<file path="config.mk">
export PLATFORM = sky130hd
export DESIGN_NAME = mem_interconnect
export DESIGN_NICKNAME = d
export VERILOG_FILES = /design/src/design/bus_pkg.sv /design/src/design/host_pkg.sv /design/src/design/addr_decoder.sv /design/src/design/boot_loader.sv /design/src/design/mem_interconnect.sv /design/src/design/read_return.sv /design/src/design/tohost_ctrl.sv
export VERILOG_INCLUDE_DIRS = /design/src /design/src/design
export SDC_FILE = /design/constraint.sdc
export NUM_CORES = 1
export LEC_CHECK = 0
export BUFFER_PORTS_ARGS = -buffer_cell sky130_fd_sc_hd__buf_2
export CORE_AREA = 2 2 236 238
export DETAILED_ROUTE_END_ITERATION = 16
export DIE_AREA = 0 0 238 240
export PLACE_DENSITY = 0.57
export SYNTH_ARGS = -nofsm -noshare
export SYNTH_HDL_FRONTEND = slang
export SYNTH_SLANG_ARGS = --single-unit
</file>
<file path="constraint.sdc">
create_clock -name CLK -period 4.42 [get_ports CLK]
set_input_delay 0.221 -clock CLK [delete_from_list [all_inputs] [get_ports CLK]]
set_output_delay 0.221 -clock CLK [all_outputs]
set_load 0.005 [all_outputs]
</file>
<file path="src/design/mem_map_cfg.svh">
// Memory map, host command codes and boot image sizes for the memory crossbar.
// Device nibbles select on data_addr[31:28]; the framebuffer sits at nibble 4, sub-nibble 5.
// Boot sizes are byte counts and must be multiples of four.
`ifndef MEM_MAP_CFG_SVH
`define MEM_MAP_CFG_SVH

// Top address nibbles
`define MEM_DEV         4'h8
`define VIRTIO_DEV      4'h4
`define PLIC_DEV        4'h5
`define CLINT_DEV       4'h6

// Second nibble inside the VirtIO window
`define FB_VIRT         4'h5

// Host command register and DRAM offset
`define TOHOST_ADDR     32'h4000_8000
`define DRAM_ADDR_MASK  27'h7ff_ffff

// Upper half of a host command word
`define CMD_PRINT_CHAR  16'h0001
`define CMD_POWER_OFF   16'h0002

// Boot image layout in bytes
`define BOOT_BYTES      32'd64
`define DTB_START       32'h0000_1000
`define DTB_BYTES       32'd32

`endif

</file>
<file path="src/design/bus_pkg.sv">
// Bus-side types shared by the decoder, the read path and the boot loader.
// load_ctrl_e follows the RISC-V load funct3 encoding; stores reuse the same width codes.
`default_nettype none

package bus_pkg;

    // Target of a CPU data access
    typedef enum logic [2:0] {
        DEV_DRAM  = 3'd0,
        DEV_PLIC  = 3'd1,
        DEV_CLINT = 3'd2,
        DEV_FB    = 3'd3,
        DEV_NONE  = 3'd4
    } bus_dev_e;

    // Access width and sign handling
    typedef enum logic [2:0] {
        LD_B  = 3'b000,
        LD_H  = 3'b001,
        LD_W  = 3'b010,
        LD_BU = 3'b100,
        LD_HU = 3'b101
    } load_ctrl_e;

endpackage

`default_nettype wire

</file>
<file path="src/design/host_pkg.sv">
// Host-side types for the host command register and the boot sequence.
`default_nettype none

package host_pkg;

    // Decoded host command word
    typedef enum logic [1:0] {
        CMD_NONE  = 2'd0,
        CMD_PRINT = 2'd1,
        CMD_OFF   = 2'd2
    } host_cmd_e;

    // Boot loader progress, only moves forward
    typedef enum logic [1:0] {
        BOOT_KERNEL = 2'd0,
        BOOT_DTB    = 2'd1,
        BOOT_DONE   = 2'd2
    } boot_stage_e;

endpackage

`default_nettype wire

</file>
<file path="src/design/addr_decoder.sv">
// Combinational decode of one CPU data access into device strobes.
// Nibbles 0 and 8 both reach DRAM; the host command address decodes as DEV_NONE.
// Strobes follow data_we/data_re in the same cycle and carry no back-pressure.
`timescale 1ns/1ps
`default_nettype none
`include "mem_map_cfg.svh"

module addr_decoder
    import bus_pkg::*;
(
    input  wire [31:0]                         data_addr,
    input  wire [31:0]                         data_wdata,
    input  wire load_ctrl_e                    data_ctrl,
    input  wire                                data_we,
    input  wire                                data_re,
    output bus_dev_e                           dev,
    output logic                               cpu_dram_rd,
    output logic                               cpu_dram_wr,
    output logic [31:0]                        cpu_dram_addr,
    output logic                               plic_we,
    output logic                               plic_re,
    output logic [31:0]                        plic_wdata,
    output logic                               clint_we,
    output logic [31:0]                        clint_wdata,
    output logic                               fb_we,
    output logic [31:0]                        fb_wdata,
    output logic [$bits(`DRAM_ADDR_MASK)-1:0] offset,
    output logic                               tohost_we
);

    logic [3:0] top_nib;
    logic [3:0] virt_nib;

    assign top_nib  = data_addr[31:28];
    assign virt_nib = data_addr[27:24];

    always_comb begin
        if (top_nib == `MEM_DEV || top_nib == 4'h0)
            dev = DEV_DRAM;
        else if (top_nib == `PLIC_DEV)
            dev = DEV_PLIC;
        else if (top_nib == `CLINT_DEV)
            dev = DEV_CLINT;
        else if (top_nib == `VIRTIO_DEV && virt_nib == `FB_VIRT)
            dev = DEV_FB;
        else
            dev = DEV_NONE;
    end

    // Physical offset inside the selected window
    assign offset        = data_addr[$bits(`DRAM_ADDR_MASK)-1:0] & `DRAM_ADDR_MASK;
    assign cpu_dram_addr = {{(32 - $bits(`DRAM_ADDR_MASK)){1'b0}}, offset};

    assign cpu_dram_rd = data_re && (dev == DEV_DRAM);
    assign cpu_dram_wr = data_we && (dev == DEV_DRAM);
    assign plic_we     = data_we && (dev == DEV_PLIC);
    assign plic_re     = data_re && (dev == DEV_PLIC);
    assign clint_we    = data_we && (dev == DEV_CLINT);
    assign fb_we       = data_we && (dev == DEV_FB);
    assign tohost_we   = data_we && (data_addr == `TOHOST_ADDR);

    assign plic_wdata  = data_wdata;
    assign clint_wdata = data_wdata;
    assign fb_wdata    = data_wdata;

    // Load and store strobes are exclusive, loads carry a legal width
    always_comb begin
        assert #0 (!(data_we && data_re));
        assert #0 (!data_re || data_ctrl inside {LD_B, LD_H, LD_W, LD_BU, LD_HU});
    end

endmodule

`default_nettype wire

</file>
<file path="src/design/boot_loader.sv">
// Streams the kernel image and then the device tree into DRAM, word by word.
// Loader writes bypass dram_busy, so the loader must not stream while DRAM is busy.
// CPU requests are ignored until init_done; afterwards they pass through gated by dram_busy.
`timescale 1ns/1ps
`default_nettype none
`include "mem_map_cfg.svh"

module boot_loader
    import bus_pkg::*;
    import host_pkg::*;
(
    input  wire             CLK,
    input  wire             rst_n,
    input  wire             loader_we,
    input  wire [31:0]      loader_data,
    input  wire             cpu_dram_rd,
    input  wire             cpu_dram_wr,
    input  wire [31:0]      cpu_dram_addr,
    input  wire [31:0]      data_wdata,
    input  wire load_ctrl_e data_ctrl,
    input  wire             dram_busy,
    output logic            dram_rd_en,
    output logic            dram_wr_en,
    output logic [31:0]     dram_addr,
    output logic [31:0]     dram_wdata,
    output load_ctrl_e      dram_ctrl,
    output logic            init_done,
    output logic [31:0]     checksum
);

    boot_stage_e stage_q;
    boot_stage_e stage_d;
    logic [31:0] boot_addr_q;
    logic [31:0] stage_limit;
    logic        booting;
    logic        last_word;

    assign booting     = (stage_q != BOOT_DONE);
    assign stage_limit = (stage_q == BOOT_KERNEL) ? `BOOT_BYTES : (`DTB_START + `DTB_BYTES);
    assign last_word   = loader_we && booting && ((boot_addr_q + 32'd4) >= stage_limit);

    always_comb begin
        stage_d = stage_q;
        case (stage_q)
            BOOT_KERNEL: if (last_word) stage_d = BOOT_DTB;
            BOOT_DTB:    if (last_word) stage_d = BOOT_DONE;
            default:     stage_d = BOOT_DONE;
        endcase
    end

    always_ff @(posedge CLK or negedge rst_n) begin
        if (!rst_n) begin
            stage_q     <= BOOT_KERNEL;
            boot_addr_q <= 32'h0;
            checksum    <= 32'h0;
        end else begin
            stage_q <= stage_d;
            if (loader_we && booting) begin
                checksum <= checksum + loader_data;
                // Device tree starts at its own base once the kernel is in
                if (stage_q == BOOT_KERNEL && last_word)
                    boot_addr_q <= `DTB_START;
                else
                    boot_addr_q <= boot_addr_q + 32'd4;
            end
        end
    end

    assign init_done = (stage_q == BOOT_DONE);

    // DRAM port ownership
    assign dram_wr_en = booting ? loader_we : (cpu_dram_wr && !dram_busy);
    assign dram_rd_en = booting ? 1'b0 : (cpu_dram_rd && !dram_busy);
    assign dram_addr  = booting ? boot_addr_q : cpu_dram_addr;
    assign dram_wdata = booting ? loader_data : data_wdata;
    assign dram_ctrl  = booting ? LD_W : data_ctrl;

    a_rd_wr_excl: assert property (@(posedge CLK) disable iff (!rst_n)
        !(dram_rd_en && dram_wr_en));
    a_stage_fwd: assert property (@(posedge CLK) disable iff (!rst_n)
        $past(stage_q) <= stage_q);

endmodule

`default_nettype wire

</file>
<file path="src/design/mem_interconnect.sv">
// Memory-side crossbar top: CPU data port, boot loader stream, DRAM and device ports.
// One data access per cycle with no back-pressure; dram_busy drops CPU DRAM strobes.
// Load results appear on data_rdata with rdata_valid one cycle after data_re.
`timescale 1ns/1ps
`default_nettype none
`include "mem_map_cfg.svh"

module mem_interconnect
    import bus_pkg::*;
(
    input  wire                                CLK,
    input  wire                                rst_n,
    input  wire [31:0]                         data_addr,
    input  wire [31:0]                         data_wdata,
    input  wire load_ctrl_e                    data_ctrl,
    input  wire                                data_we,
    input  wire                                data_re,
    input  wire                                loader_we,
    input  wire [31:0]                         loader_data,
    input  wire                                dram_busy,
    output logic                               dram_rd_en,
    output logic                               dram_wr_en,
    output logic [31:0]                        dram_addr,
    output logic [31:0]                        dram_wdata,
    output load_ctrl_e                         dram_ctrl,
    input  wire [127:0]                        dram_rdata128,
    output logic                               plic_we,
    output logic                               plic_re,
    output logic [31:0]                        plic_wdata,
    input  wire [31:0]                         plic_rdata,
    output logic                               clint_we,
    output logic [31:0]                        clint_wdata,
    input  wire [31:0]                         clint_rdata,
    output logic                               fb_we,
    output logic [31:0]                        fb_wdata,
    input  wire [31:0]                         fb_rdata,
    output logic [31:0]                        data_rdata,
    output logic                               rdata_valid,
    output logic                               char_we,
    output logic [7:0]                         char_data,
    output logic                               finish,
    output logic                               init_done,
    output logic [31:0]                        checksum,
    output logic [$bits(`DRAM_ADDR_MASK)-1:0] offset
);

    bus_dev_e    dev;
    logic        cpu_dram_rd;
    logic        cpu_dram_wr;
    logic [31:0] cpu_dram_addr;
    logic        tohost_we;

    addr_decoder u_addr_decoder (
        .data_addr(data_addr), .data_wdata(data_wdata), .data_ctrl(data_ctrl),
        .data_we(data_we), .data_re(data_re), .dev(dev),
        .cpu_dram_rd(cpu_dram_rd), .cpu_dram_wr(cpu_dram_wr), .cpu_dram_addr(cpu_dram_addr),
        .plic_we(plic_we), .plic_re(plic_re), .plic_wdata(plic_wdata),
        .clint_we(clint_we), .clint_wdata(clint_wdata),
        .fb_we(fb_we), .fb_wdata(fb_wdata), .offset(offset), .tohost_we(tohost_we)
    );

    read_return u_read_return (
        .CLK(CLK), .rst_n(rst_n), .data_re(data_re), .dev(dev),
        .data_addr(data_addr), .data_ctrl(data_ctrl), .dram_rdata128(dram_rdata128),
        .plic_rdata(plic_rdata), .clint_rdata(clint_rdata), .fb_rdata(fb_rdata),
        .data_rdata(data_rdata), .rdata_valid(rdata_valid)
    );

    tohost_ctrl u_tohost_ctrl (
        .CLK(CLK), .rst_n(rst_n), .tohost_we(tohost_we), .data_wdata(data_wdata),
        .char_we(char_we), .char_data(char_data), .finish(finish)
    );

    boot_loader u_boot_loader (
        .CLK(CLK), .rst_n(rst_n), .loader_we(loader_we), .loader_data(loader_data),
        .cpu_dram_rd(cpu_dram_rd), .cpu_dram_wr(cpu_dram_wr), .cpu_dram_addr(cpu_dram_addr),
        .data_wdata(data_wdata), .data_ctrl(data_ctrl), .dram_busy(dram_busy),
        .dram_rd_en(dram_rd_en), .dram_wr_en(dram_wr_en), .dram_addr(dram_addr),
        .dram_wdata(dram_wdata), .dram_ctrl(dram_ctrl),
        .init_done(init_done), .checksum(checksum)
    );

endmodule

`default_nettype wire

</file>
<file path="src/design/read_return.sv">
// Registers the read target on data_re and forms the load result one cycle later.
// The DRAM line is 128 bits wide; a half or word load must not cross the line end.
// Results of reads dropped by dram_busy are stale but still flagged valid.
`timescale 1ns/1ps
`default_nettype none

module read_return
    import bus_pkg::*;
(
    input  wire             CLK,
    input  wire             rst_n,
    input  wire             data_re,
    input  wire bus_dev_e   dev,
    input  wire [31:0]      data_addr,
    input  wire load_ctrl_e data_ctrl,
    input  wire [127:0]     dram_rdata128,
    input  wire [31:0]      plic_rdata,
    input  wire [31:0]      clint_rdata,
    input  wire [31:0]      fb_rdata,
    output logic [31:0]     data_rdata,
    output logic            rdata_valid
);

    bus_dev_e     dev_q;
    load_ctrl_e   ctrl_q;
    logic [3:0]   byte_q;
    logic [127:0] line_shift;
    logic [31:0]  dram_word;
    logic [31:0]  dram_load;

    always_ff @(posedge CLK or negedge rst_n) begin
        if (!rst_n) begin
            dev_q       <= DEV_NONE;
            rdata_valid <= 1'b0;
        end else begin
            rdata_valid <= data_re;
            if (data_re)
                dev_q <= dev;
        end
    end

    always_ff @(posedge CLK) begin
        if (data_re) begin
            byte_q <= data_addr[3:0];
            ctrl_q <= data_ctrl;
        end
    end

    // Bring the addressed byte down to bit 0
    assign line_shift = dram_rdata128 >> {byte_q, 3'b000};
    assign dram_word  = line_shift[31:0];

    always_comb begin
        case (ctrl_q)
            LD_B:    dram_load = {{24{dram_word[7]}}, dram_word[7:0]};
            LD_BU:   dram_load = {24'h0, dram_word[7:0]};
            LD_H:    dram_load = {{16{dram_word[15]}}, dram_word[15:0]};
            LD_HU:   dram_load = {16'h0, dram_word[15:0]};
            default: dram_load = dram_word;
        endcase
    end

    always_comb begin
        case (dev_q)
            DEV_DRAM:  data_rdata = dram_load;
            DEV_PLIC:  data_rdata = plic_rdata;
            DEV_CLINT: data_rdata = clint_rdata;
            DEV_FB:    data_rdata = fb_rdata;
            default:   data_rdata = 32'h0;
        endcase
    end

endmodule

`default_nettype wire

</file>
<file path="src/design/tohost_ctrl.sv">
// Host command register: print a character or power the system off.
// A print shows on char_we two cycles after the write and then clears the register.
// Print writes need at least one idle cycle between them; finish stays high until reset.
`timescale 1ns/1ps
`default_nettype none
`include "mem_map_cfg.svh"

module tohost_ctrl
    import host_pkg::*;
(
    input  wire         CLK,
    input  wire         rst_n,
    input  wire         tohost_we,
    input  wire [31:0]  data_wdata,
    output logic        char_we,
    output logic [7:0]  char_data,
    output logic        finish
);

    logic [31:0] tohost_q;
    host_cmd_e   cmd;

    always_comb begin
        if (tohost_q[31:16] == `CMD_PRINT_CHAR)
            cmd = CMD_PRINT;
        else if (tohost_q[31:16] == `CMD_POWER_OFF)
            cmd = CMD_OFF;
        else
            cmd = CMD_NONE;
    end

    always_ff @(posedge CLK or negedge rst_n) begin
        if (!rst_n) begin
            tohost_q <= 32'h0;
            char_we  <= 1'b0;
            finish   <= 1'b0;
        end else begin
            char_we <= (cmd == CMD_PRINT);
            if (cmd == CMD_OFF)
                finish <= 1'b1;
            // A new write wins over the clear after a print
            if (tohost_we)
                tohost_q <= data_wdata;
            else if (cmd == CMD_PRINT)
                tohost_q <= 32'h0;
        end
    end

    always_ff @(posedge CLK) begin
        if (cmd == CMD_PRINT)
            char_data <= tohost_q[7:0];
    end

    // Each print command yields exactly one character strobe
    a_char_single: assert property (@(posedge CLK) disable iff (!rst_n) char_we |=> !char_we);

endmodule

`default_nettype wire

</file>
==> summary.md <==
| Metric | Value |
|---|---|
| Syn Area/Cell | 8.91 µm² |
| WP data required | 4.20 ns |
| Slew HR | 16.4% |
| Seq/Total Area, Yosys | 22.1% |
| CTS tree | yes |
| R2r setup slk | 0.82 ns |
| Final HPWL DP | 45.7 mm |
| Worst-skew pair later-pin latency | 0.37 ns |
| IO Pins | 601 |
| Total congestion overflow | 0 |
| Commonest non-fill, non-tap cell in the layout | buf_2 |
| Hold path depth | 1 |
| Reg2reg start | u_boot_loader.boot_addr_q[2] |
| WP buf/inv | 3 |
| Setup TNS | 0 ns |
| Crit-path max cell delay | 0.94 ns |
| Syn nets | 1791 |
| Most used cell, CP | a211oi_1 |
| Final Hold Vio Count | 0 |
| Commonest cells after routing, fill and taps aside | 599 x buf_2, 132 x nand2_1, 127 x mux2i_1, 93 x mux2_2, 91 x dfrtp_1 |
| FF+latch count, synth | 109 |
| Reg2reg end | u_boot_loader.boot_addr_q[8] |
| Period utilization | 94.9% |
| HP Class | primary input to flop |
| Cell Pwr Density | 370 mW/mm² |
| Die height | 240 µm |
| Clock Skew | 0.0131 ns |
| Remaining antenna violation count | 0 |
| Critical path type | flop to primary output |
| Die Width | 238 µm |
| FF-to-FF path depth | 14 |
| Vias in the first global route | 12500 |
| Largest net degree at the start of global routing | 74 |
| Status | finished, final reports clean |
| Layout area overhead | 24.7% |
| Share of cells above drive strength 1 | 44.6% |
| Setup crit end kind | primary output |
| Die area | 0.0571 mm² |
| Post-synthesis cell count | 1426 |
| Top cell family by delay on the critical path | compound AO/OA/AOI/OAI gates |
| Pre-antenna DRT Iters | 5 |
| Final GP Congestion | 0.956 |
| Final Slew Violations | 0 |
| CP max-delay cell | edfxtp_1 |
| Worst Hold Launch | data_ctrl[1] |
| Hold EP | u_read_return.ctrl_q[1] |
| Total CTS buffers | 9 |
| Synth Flop Type | dfrtp_1 |
| Clock slew at reported path FFs | 0.08 ns |
| Number of port buffers | 600 |
| Postcts setup bufs | 0 |
| VDD IR max | 0.234 mV |
| Num Clock Sinks | 109 |
| Fmax achieved | 239 MHz |
| Post-route setup slack | 0.228 ns |
| Max FO, Critical Path | 64 |
| First-pass GRT wire length | 79.7 mm |
| First DRT Iteration DRCs | 915 |
| Total number of vias | 13100 |
| Placement Rows | 86 |
| Worst EP arrival | 3.97 ns |
| Worst-margin pin slew | 1.25 ns |
| Final min period | 4.19 ns |
| Leak | 7.40 nW |
| MaxCap Viol Count | 0 |
| Worst path cell trace | buf_4 > buf_12 > mux2i_1 > mux4_2 > o21ai_0 > a21oi_1 > nor2_1 > a211oi_1 > a211oi_1 > buf_2 |
| Core area | 0.0547 mm² |
| Nets | 2202 |
| CP Launch Type | flop |
| Unrepaired setup endpoints after global routing | false |
| Initial antenna violation count | 17 |
| Routed WL per cell | 21.7 µm |
| Yosys warns | 0 |
| CTS HTree Levels | 3 |
| Post-synthesis cell type count | 72 |
| Fraction of registers with async set or reset after synthesis | 86.2% |
| DP Worst Slack | 0.711 ns |
| Final WL | 55.6 mm |
| GRT Overall Usage | 18.4% |
| Via density | 5.11 |
| Remaining DRCs | 0 |
| Initial core utilization | 23.2% |
| Post-Syn Area | 0.0127 mm² |
| Clock tree buffer depth | 2 |
| Final setup fails | 0 |
| Root buf cell | clkbuf_16 |
| EDFF count, synth | 15 |
## how the worst max path moves through the flow
| stage | slack (ns) | from | endpoint | cells past startpoint |
|---|---|---|---|---|
| CTS | 0.28 | u_read_return.byte_q[0] | data_rdata[10] | 10 |
| floorplan | 1.31 | u_read_return.byte_q[0] | data_rdata[0] | 9 |
| finish | 0.23 | u_read_return.byte_q[0] | data_rdata[10] | 10 |
| global placement | 0.79 | u_read_return.byte_q[0] | data_rdata[10] | 10 |
| global route | 0.03 | u_read_return.byte_q[0] | data_rdata[10] | 10 |
| detailed placement | 0.71 | u_read_return.byte_q[0] | data_rdata[10] | 10 |
## cell families after synthesis
family,share of synthesized area [%]
mux,28.3
buf+inv,11.1
simple gates,15.3
xor+xnor,3.58
compound gates,16.0
flops,22.1
fa+ha+maj,3.60
## report_power, final
part | total, W | internal, W | switching (W)
clock | 0.000833 | 0.000418 | 0.000415
sequential | 0.00145 | 0.00121 | 0.000238
combinational | 0.00357 | 0.00162 | 0.00195
total | 0.00585 | 0.00325 | 0.00260
## synthesized netlist by cell type (all sizes together), types with 16 or more instances
cell,n,share of area [%]
a211oi,42,2.5
a21oi,60,2.4
a22oi,16,0.95
buf,158,8.4
clkbuf,68,2.0
dfrtp,93,18
ha,35,3.4
inv,20,0.59
mux2,93,8.2
mux2i,127,10
mux4,57,10
nand2,132,3.9
nand3,30,1.2
nor2,84,2.5
nor2b,20,0.98
nor3,18,0.83
o211ai,17,1.0
o21ai,82,3.2
o22ai,19,0.94
xnor2,24,1.7
xor2,28,1.9
## state kept, by name (all words and copies together), names as in the netlist
name and cells:
u_read_return.rdata_valid 1, u_boot_loader.boot_addr_q 30, u_tohost_ctrl.finish 1, u_tohost_ctrl.char_data 8, u_tohost_ctrl.char_we 1, u_boot_loader.checksum 32
u_tohost_ctrl.tohost_q 24, u_read_return.ctrl_q 3, u_read_return.byte_q 4, u_read_return.dev_q 3, u_boot_loader.stage_q 2
## final cells by class
cell class	instances	area, µm²
Antenna cell	13	32.5
Clock buffer	12	256
Clock inverter	4	30.0
Fill cell	5869	38800
Inverter	20	75.1
Multi-Input combinational cell	1071	8520
Sequential cell	109	2810
Tap cell	704	881
Timing Repair Buffer	626	3240
## worst register-to-register path, cell delays in order, from the launching register on
cell and delay (ns):
dfrtp_1 0.45, ha_1 0.26, nand4_1 0.24, nor2_1 0.17
buf_4 0.18, nand2_1 0.11, xnor2_1 0.16, ha_1 0.32
o311a_1 0.17, a21oi_1 0.06, o2111ai_1 0.15, nor4_4 0.09
a211oi_2 0.73, buf_4 0.34, nor2_1 0.08
## per-layer routing
layer	GRT usage (%)	wire, µm	up-vias
li1	-	-	6021
met1	21.8	21900	6310
met2	32.1	27100	635
met3	2.95	3710	99
met4	9.60	2860	6
met5	0	34	-
## timing repair
action	4_1_cts	5_1_grt
hold buffers	1	0
hold endpoints to repair	55	0
gates resized for setup	0	0
## stage by stage
step	util (%)	hold slack (ns)	cell area (µm²)	instances	total power, W
after CTS	28.9	0.0248	15800	2546	0.00590
after floorplan	-	-0.0746	12700	1426	0.00377
after detailed placement	28.4	0.363	15500	2529	0.00502
after global placement	28.4	0.353	15500	2529	0.00497
after global routing	29.0	0.0350	15800	2553	0.00630
final	29.0	0.0543	15800	2559	0.00585
Power figures use the tool's default switching activity.
